<file path="src/logic/mem_pkg.sv">
package mem_pkg;

  // Memory geometry
  localparam int MEM_DEPTH = 32;           // Words in the data memory
  localparam int NB_ADDR   = 5;            // Word address width
  localparam int NB_DATA   = 32;           // Data word width
  localparam int NB_LANES  = 4;            // Byte lanes per word

  typedef logic [NB_ADDR-1:0]  addr_t;     // Word address
  typedef logic [NB_DATA-1:0]  word_t;     // Memory word
  typedef logic [NB_LANES-1:0] lane_mask_t; // Bit 0 is bits 7:0

  // Access size, reserved code behaves as a full word
  typedef enum logic [1:0] {
    SIZE_BYTE = 2'b00,
    SIZE_HALF = 2'b01,
    SIZE_WORD = 2'b10,
    SIZE_RSVD = 2'b11
  } mem_size_e;

  // Request as issued by the execute stage
  typedef struct packed {
    logic      valid;
    logic      write;
    logic      read;
    mem_size_e size;
    logic      is_unsigned;
    addr_t     addr;
    word_t     wdata;
  } mem_req_t;

  // Decoded operation seen by memory and extension
  typedef struct packed {
    logic       wr_en;
    logic       rd_en;
    lane_mask_t lanes;
    mem_size_e  size;
    logic       is_unsigned;
    addr_t      addr;
    word_t      wdata;
  } mem_op_t;

  // One debug sample
  typedef struct packed {
    addr_t addr;
    word_t data;
  } dump_word_t;

  // Debug scan sequencer
  typedef enum logic [1:0] {
    DUMP_IDLE,
    DUMP_SCAN,
    DUMP_DRAIN
  } dump_state_e;

endpackage

</file>
<file path="src/logic/mem_access_decode.sv">
`timescale 1ns/1ps

module mem_access_decode (
  input  logic              i_clock,
  input  logic              i_arst_n,
  input  logic              i_enable,   // Pipeline hold when low
  input  mem_pkg::mem_req_t i_req,
  output mem_pkg::mem_op_t  o_op
);

  import mem_pkg::*;

  // Control bits, cleared by reset
  logic       wr_en_q;
  logic       rd_en_q;

  // Payload, no reset needed
  lane_mask_t lanes_q;
  mem_size_e  size_q;
  logic       is_unsigned_q;
  addr_t      addr_q;
  word_t      wdata_q;

  lane_mask_t req_lanes;

  // Size to byte lanes, low lanes only
  function automatic lane_mask_t size_to_lanes(input mem_size_e size);
    lane_mask_t mask;
    case (size)
      SIZE_BYTE: mask = 4'b0001;
      SIZE_HALF: mask = 4'b0011;
      default:   mask = 4'b1111;  // Word and reserved
    endcase
    return mask;
  endfunction

  assign req_lanes = size_to_lanes(i_req.size);

  // Strobes only for valid requests
  always_ff @(posedge i_clock or negedge i_arst_n) begin
    if (!i_arst_n) begin
      wr_en_q <= 1'b0;
      rd_en_q <= 1'b0;
    end else if (i_enable) begin
      wr_en_q <= i_req.valid & i_req.write;
      rd_en_q <= i_req.valid & i_req.read;
    end
  end

  always_ff @(posedge i_clock) begin
    if (i_enable) begin
      lanes_q       <= req_lanes;
      size_q        <= i_req.size;         // Kept for the extension stage
      is_unsigned_q <= i_req.is_unsigned;
      addr_q        <= i_req.addr;
      wdata_q       <= i_req.wdata;
    end
  end

  assign o_op = '{
    wr_en:       wr_en_q,
    rd_en:       rd_en_q,
    lanes:       lanes_q,
    size:        size_q,
    is_unsigned: is_unsigned_q,
    addr:        addr_q,
    wdata:       wdata_q
  };

  // Execute stage must not ask for a load and a store at once
  a_req_one_dir: assert property (@(posedge i_clock) disable iff (!i_arst_n)
    (i_enable && i_req.valid) |-> !(i_req.write && i_req.read));

endmodule

</file>
<file path="src/logic/data_memory.sv">
`timescale 1ns/1ps

module data_memory (
  input  logic             i_clock,
  input  logic             i_enable,     // Pipeline hold, debug port ignores it
  input  mem_pkg::mem_op_t i_op,
  input  logic             i_dbg_rd_en,  // Debug unit strobe
  input  mem_pkg::addr_t   i_dbg_addr,   // Debug unit address
  output mem_pkg::word_t   o_rd_data,    // Zero-filled load word
  output mem_pkg::word_t   o_dbg_data    // Debug word, zero when idle
);

  import mem_pkg::*;

  word_t mem [MEM_DEPTH];  // 32 x 32 storage
  word_t rd_word;          // Masked view of the addressed word
  word_t rd_q;
  word_t dbg_q;

  // Power-up contents are zero
  initial begin
    for (int i = 0; i < MEM_DEPTH; i++) begin
      mem[i] = '0;
    end
  end

  // Lane-masked store, upper lanes untouched for byte and half
  always @(posedge i_clock) begin
    if (i_enable && i_op.wr_en) begin
      for (int l = 0; l < NB_LANES; l++) begin
        if (i_op.lanes[l]) begin
          mem[i_op.addr][l*8 +: 8] <= i_op.wdata[l*8 +: 8];
        end
      end
    end
  end

  // Unselected lanes read back as zero
  always_comb begin
    rd_word = '0;
    for (int l = 0; l < NB_LANES; l++) begin
      if (i_op.lanes[l]) begin
        rd_word[l*8 +: 8] = mem[i_op.addr][l*8 +: 8];
      end
    end
  end

  // Load data register, frozen while stalled
  always_ff @(posedge i_clock) begin
    if (i_enable && i_op.rd_en) begin
      rd_q <= rd_word;
    end
  end

  // Debug read keeps running while the core is halted
  always_ff @(posedge i_clock) begin
    if (i_dbg_rd_en) begin
      dbg_q <= mem[i_dbg_addr];
    end else begin
      dbg_q <= '0;
    end
  end

  assign o_rd_data  = rd_q;
  assign o_dbg_data = dbg_q;

  // Decode only ever produces byte, half or word masks
  a_lanes_legal: assert property (@(posedge i_clock)
    (i_enable && (i_op.wr_en || i_op.rd_en)) |->
      (i_op.lanes inside {4'b0001, 4'b0011, 4'b1111}));

endmodule

</file>
<file path="src/logic/load_extend.sv">
`timescale 1ns/1ps

module load_extend (
  input  logic             i_clock,
  input  logic             i_arst_n,
  input  logic             i_enable,
  input  mem_pkg::mem_op_t i_op,          // Same op the memory is reading
  input  mem_pkg::word_t   i_rd_data,     // Zero-filled word from memory
  output mem_pkg::word_t   o_load,
  output logic             o_load_valid
);

  import mem_pkg::*;

  logic      ld_valid_q;     // Load in flight, aligned with i_rd_data
  mem_size_e ld_size_q;
  logic      ld_unsigned_q;
  word_t     ext_word;

  // Capture load control on the memory read edge
  always_ff @(posedge i_clock or negedge i_arst_n) begin
    if (!i_arst_n) begin
      ld_valid_q <= 1'b0;
    end else if (i_enable) begin
      ld_valid_q <= i_op.rd_en;
    end
  end

  always_ff @(posedge i_clock) begin
    if (i_enable) begin
      ld_size_q     <= i_op.size;
      ld_unsigned_q <= i_op.is_unsigned;
    end
  end

  // Upper lanes are already zero, only signed loads need work
  always_comb begin
    ext_word = i_rd_data;
    if (!ld_unsigned_q) begin
      case (ld_size_q)
        SIZE_BYTE: ext_word = {{24{i_rd_data[7]}}, i_rd_data[7:0]};
        SIZE_HALF: ext_word = {{16{i_rd_data[15]}}, i_rd_data[15:0]};
        default:   ext_word = i_rd_data;  // Word passes through
      endcase
    end
  end

  always_ff @(posedge i_clock or negedge i_arst_n) begin
    if (!i_arst_n) begin
      o_load_valid <= 1'b0;
    end else if (i_enable) begin
      o_load_valid <= ld_valid_q;  // One enabled cycle per load
    end
  end

  always_ff @(posedge i_clock) begin
    if (i_enable && ld_valid_q) begin
      o_load <= ext_word;
    end
  end

endmodule

</file>
<file path="src/logic/debug_mem_reader.sv">
`timescale 1ns/1ps

module debug_mem_reader (
  input  logic                i_clock,
  input  logic                i_arst_n,
  input  logic                i_dump_start,  // One-cycle request from debug unit
  input  mem_pkg::word_t      i_dbg_data,    // Returned one cycle after address
  output logic                o_dbg_rd_en,
  output mem_pkg::addr_t      o_dbg_addr,
  output mem_pkg::dump_word_t o_dump,
  output logic                o_dump_valid,
  output logic                o_dump_done
);

  import mem_pkg::*;

  dump_state_e state;
  dump_state_e state_next;
  addr_t       addr_cnt;   // Next address to issue
  logic        rd_q;       // Read issued last cycle
  addr_t       addr_q;     // Address of the word now on i_dbg_data

  // Scan, then wait for the last word to leave
  always_comb begin
    state_next = state;
    case (state)
      DUMP_IDLE: begin
        if (i_dump_start) state_next = DUMP_SCAN;
      end
      DUMP_SCAN: begin
        if (addr_cnt == addr_t'(MEM_DEPTH - 1)) state_next = DUMP_DRAIN;
      end
      DUMP_DRAIN: begin
        if (o_dump_valid && o_dump.addr == addr_t'(MEM_DEPTH - 1)) state_next = DUMP_IDLE;
      end
      default: state_next = DUMP_IDLE;
    endcase
  end

  always_ff @(posedge i_clock or negedge i_arst_n) begin
    if (!i_arst_n) begin
      state        <= DUMP_IDLE;
      addr_cnt     <= '0;
      rd_q         <= 1'b0;
      o_dump_valid <= 1'b0;
      o_dump_done  <= 1'b0;
    end else begin
      state <= state_next;
      if (state == DUMP_SCAN) begin
        addr_cnt <= addr_cnt + addr_t'(1);  // Wraps back to 0 after the last word
      end
      rd_q         <= o_dbg_rd_en;
      o_dump_valid <= rd_q;
      // Done follows the final word by one cycle
      o_dump_done  <= o_dump_valid && (o_dump.addr == addr_t'(MEM_DEPTH - 1));
    end
  end

  // Address tag travels alongside the memory read
  always_ff @(posedge i_clock) begin
    addr_q <= o_dbg_addr;
    if (rd_q) begin
      o_dump <= '{addr: addr_q, data: i_dbg_data};
    end
  end

  assign o_dbg_rd_en = (state == DUMP_SCAN);
  assign o_dbg_addr  = addr_cnt;

  a_done_after_data: assert property (@(posedge i_clock) disable iff (!i_arst_n)
    !(o_dump_done && o_dump_valid));

endmodule

</file>
<file path="src/logic/mem_stage_top.sv">
`timescale 1ns/1ps

module mem_stage_top (
  input  logic                i_clock,
  input  logic                i_arst_n,
  input  logic                i_enable,      // Holds all three stages
  input  mem_pkg::mem_req_t   i_req,
  input  logic                i_dump_start,
  output mem_pkg::word_t      o_load,
  output logic                o_load_valid,
  output mem_pkg::dump_word_t o_dump,
  output logic                o_dump_valid,
  output logic                o_dump_done
);

  import mem_pkg::*;

  mem_op_t op;         // Decoded request, shared by memory and extension
  word_t   rd_data;
  word_t   dbg_data;
  logic    dbg_rd_en;
  addr_t   dbg_addr;

  // Stage 1
  mem_access_decode u_decode (
    .i_clock  (i_clock),
    .i_arst_n (i_arst_n),
    .i_enable (i_enable),
    .i_req    (i_req),
    .o_op     (op)
  );

  // Stage 2, plus the debug read port
  data_memory u_memory (
    .i_clock     (i_clock),
    .i_enable    (i_enable),
    .i_op        (op),
    .i_dbg_rd_en (dbg_rd_en),
    .i_dbg_addr  (dbg_addr),
    .o_rd_data   (rd_data),
    .o_dbg_data  (dbg_data)
  );

  // Stage 3
  load_extend u_extend (
    .i_clock      (i_clock),
    .i_arst_n     (i_arst_n),
    .i_enable     (i_enable),
    .i_op         (op),
    .i_rd_data    (rd_data),
    .o_load       (o_load),
    .o_load_valid (o_load_valid)
  );

  // Runs independent of i_enable
  debug_mem_reader u_dump (
    .i_clock      (i_clock),
    .i_arst_n     (i_arst_n),
    .i_dump_start (i_dump_start),
    .i_dbg_data   (dbg_data),
    .o_dbg_rd_en  (dbg_rd_en),
    .o_dbg_addr   (dbg_addr),
    .o_dump       (o_dump),
    .o_dump_valid (o_dump_valid),
    .o_dump_done  (o_dump_done)
  );

endmodule

</file>
<file path="config.mk">
export PLATFORM = sky130hd
export DESIGN_NAME = mem_stage_top
export DESIGN_NICKNAME = d
export VERILOG_FILES = /design/src/logic/mem_pkg.sv /design/src/logic/mem_access_decode.sv /design/src/logic/data_memory.sv /design/src/logic/load_extend.sv /design/src/logic/debug_mem_reader.sv /design/src/logic/mem_stage_top.sv
export SDC_FILE = /design/constraint.sdc
export NUM_CORES = 1
export LEC_CHECK = 0
export BUFFER_PORTS_ARGS = -buffer_cell sky130_fd_sc_hd__clkbuf_2
export CAP_MARGIN = 20
export CORE_MARGIN = 2
export CORE_UTILIZATION = 60
export DETAILED_ROUTE_END_ITERATION = 10
export HOLD_SLACK_MARGIN = 0.08
export PLACE_DENSITY = 0.77
export SYNTH_ARGS = -nofsm -noshare
export SYNTH_HDL_FRONTEND = slang
export SYNTH_HIERARCHICAL = 1
export SYNTH_SLANG_ARGS = --single-unit
export TNS_END_PERCENT = 1
</file>
<file path="constraint.sdc">
create_clock -name i_clock -period 7.29 [get_ports i_clock]
set_clock_uncertainty 0.2 [all_clocks]
set_input_delay 1.0935 -clock i_clock [delete_from_list [all_inputs] [get_ports i_clock]]
set_output_delay 1.0935 -clock i_clock [all_outputs]
set_load 0.02 [all_outputs]
</file>
==> flow_metrics.tcl <==
set metrics [dict create \
    run_status "finished clean" \
    die_w_um 302 \
    period_needed_ns 4.13 \
    multi_input_area_um2 16000 \
    cp_max_fo 140 \
    synth-edff-count 1170 \
    tightest_slew_ns 1.21 \
    use_met2_pct 50.2 \
    cpPeakStageDelay_ns 0.90 \
    totalWireLength_um 146000 \
    grt_pass1_vias 30362 \
    finalCritPeriodShare_pct 56.6 \
    maxCapViolations 0 \
    worstSetupEndpointType "register" \
    ctsHtreeMaxLevel 3 \
    ys.flop_type "edfxtp_1" \
    syn_avg_cell_area_um2 20.2 \
    grt-ovfl-total 0 \
    postRouteAntennaNets 0 \
    slew-limit-headroom_pct 19.4 \
    gp_congestion 0.871 \
    ys_ff_latch 1221 \
    final_common_cell "edfxtp_1" \
    synth_nets 2692 \
    coreArea_um2 88200 \
    irDropWorstVdd_mv 0.366 \
    cts.clk_slew.worst_paths_ns 0.06 \
    remaining_drc_errors 0 \
    grt_max_degree 141 \
    utilization_pct 67.4 \
    rows 109 \
    dp_hpwl_um 89100 \
    dieArea_um2 91300 \
    async_flop_share_pct 1.15 \
    regArea_um2 36200 \
    die_h_um 302 \
    cts_sinks 1221 \
    vias 30171 \
    path_cells "buf_12, nor2b_1, nand2_1, nor2_1" \
    startpoint_type "register" \
    firstDrtPassIters 6 \
    hold_viol 0 \
    viasPerCell 7.50 \
    area_growth_pct 11.5 \
    tns_ns 0 \
    power_density_nw_per_um2 336 \
    cts_resized 0 \
    switching_share_pct 29.6 \
    net-switching-power_uw 5920 \
    hold_class "input pin to async pin" \
    drive_above_1_share_pct 33.8 \
    pwr-share-clk_pct 31.9 \
    maxSlewViolCount 0 \
    ctsHoldBuffers 0 \
    synth_cell_types 50 \
    cts_max_path_buffers 3 \
    grt_antenna_before_repair 1 \
    cts_tree "done" \
    crit_slowest_cell "nor2b_1" \
    insertion_delay_ns 0.71 \
    critPathKind "register to register" \
    cts_root_buf "clkbuf_16" \
    worst_ep_arrival_time_ns 4.24 \
    drtIter0Drc 4516 \
    ios 119 \
    seq_power_share_pct 42.7 \
    wl_per_cell_um 36.3 \
    ys_seq_area_share_pct 67.9 \
    fill_cells 5409 \
    grtUsageTotal_pct 32.5 \
    setup_violations 0 \
    synth_area_um2 53300 \
    grt.busiest_layer "met2" \
    fmax_mhz 242 \
    port_buffers 118 \
    ys_warn_count 6 \
    postCtsSetupBuffers 0 \
    use_met3_pct 9.46 \
    grt_pass1_wl_um 211000 \
    syn_inst 2643 \
    rsz0062_at_grt "no" \
    leakagePower_uw 0.0189 \
    grt_use_met1_pct 44.4 \
    mostFrequentLayoutCells "edfxtp_1, mux4_2, nor2_1, clkbuf_16, clkbuf_2" \
    p_int_uw 14100 \
    hold-worst-slack_ns 0.0994 \
    cp.required_ns 7.40 \
    fin_nets 2795 \
    start_util_pct 60.4 \
    cts_buffers 119 \
    combPwrFrac_pct 25.5 \
]
[power groups by stage]
stage	logic [µW]	registers [µW]	clock network [µW]
floorplan	3490	8550	0
global placement	4780	8720	0
detailed placement	4870	8740	0
CTS	4900	8600	6420
global route	5270	8570	6700
finish	5090	8530	6370
[through the flow]
step           power [µW]  setup slack, ns  cell area (µm²)  instances
6_report            20000             3.16            59500       4021
5_1_grt             20500             2.89            59500       4018
4_1_cts             19900             3.13            58900       3991
3_5_place_dp        13600             3.10            54800       3763
3_3_place_gp        13500             3.20            54700       3754
2_1_floorplan       12000             4.81            53300       2643
[flip-flops by register name (all words and copies together), names as in the netlist, 2 cells and up]
name	cells
u_decode/addr_q	5
u_decode/lanes_q	2
u_decode/size_q	2
u_decode/wdata_q	32
u_dump/addr_q	5
u_dump/o_dbg_addr	5
u_dump/o_dump	37
u_dump/state	2
u_extend/ld_size_q	2
u_extend/o_load	32
u_memory/mem	1024
u_memory/o_dbg_data	32
u_memory/o_rd_data	32
[cell type report]
type	instances	area share [%]
Inverter	24	0.154
Multi-Input combinational cell	1186	26.8
Clock buffer	167	5.69
Sequential cell	1221	60.9
Antenna cell	3	0.0126
Tap cell	1165	2.45
Clock inverter	61	1.18
Timing Repair Buffer	194	2.75
[final timing paths]
| path | startpoint | end | slack, ns | cells after the start |
|---|---|---|---|---|
| worst max register to register | u_decode/addr_q[1] | u_memory/mem[14][18] | 3.16 | 4 |
| worst min-delay path | i_arst_n | u_decode/wr_en_q | 0.1 | 1 |
| min in group i_clock | u_memory/o_dbg_data[6] | u_dump/o_dump[6] | 0.20 | 0 |
| max in group asynchronous | i_arst_n | u_dump/o_dbg_addr[1] | 6.48 | 1 |
| worst min register to register | u_memory/o_dbg_data[6] | u_dump/o_dump[6] | 0.20 | 0 |
| worst max-delay path | u_decode/addr_q[1] | u_memory/mem[14][18] | 3.16 | 4 |
[worst max-delay path, delay by kind of cell (launching register included)]
kind	cells	cell delay, ns
flip-flops	1	0.37
AND/OR/NAND/NOR	3	2.34
buffers and inverters	1	0.63
[synth_stat cells (2+ instances only)]
cell type / number / area, µm²
edfxtp_1: 1170 / 35100
mux4_2: 480 / 10800
nor2_1: 136 / 510
clkbuf_1: 99 / 372
a22oi_1: 98 / 736
mux2i_1: 82 / 821
mux2_2: 66 / 743
buf_2: 64 / 320
a31oi_1: 63 / 394
a221oi_1: 58 / 508
nand2_1: 47 / 176
dfxtp_1: 37 / 741
o221ai_1: 32 / 280
a22o_1: 31 / 272
buf_4: 25 / 188
inv_1: 24 / 90.1
o21ai_1: 23 / 115
dfrtp_1: 14 / 350
buf_6: 13 / 146
o31ai_1: 8 / 60.1
o21ai_0: 7 / 35.0
and3_1: 6 / 37.5
buf_1: 6 / 22.5
nand3_1: 6 / 30.0
buf_8: 5 / 75.1
o2111ai_1: 5 / 43.8
and2_1: 4 / 25.0
nor2b_1: 4 / 25.0
and3b_1: 2 / 17.5
ha_1: 2 / 25.0
mux2_4: 2 / 30.0
nand2b_1: 2 / 12.5
nand3b_1: 2 / 15.0
nor3b_1: 2 / 15.0
or2_2: 2 / 12.5
or3b_2: 2 / 17.5
[cell families (layout without fill, tap and decap cells)]
logic type,after synthesis,in the layout,synth area share (%)
and+or+nand+nor,224,224,1.84
other,1,4,0.00703
DFF,1221,1221,67.9
buffers and inverters,236,446,2.28
AOI/OAI and AO/OA,326,326,4.60
muxes,630,630,23.3
xor gates and xnor gates,3,3,0.0634
adders and majority gates,2,2,0.0469
[layer usage]
metal / vias to the layer above / share of wire [%]
met5: - / 0.0089
met4: 2 / 4.1
met3: 380 / 14
met2: 2508 / 47
met1: 15663 / 35
li1: 11618 / -
Note: power is estimated with default switching activity, not from simulation.
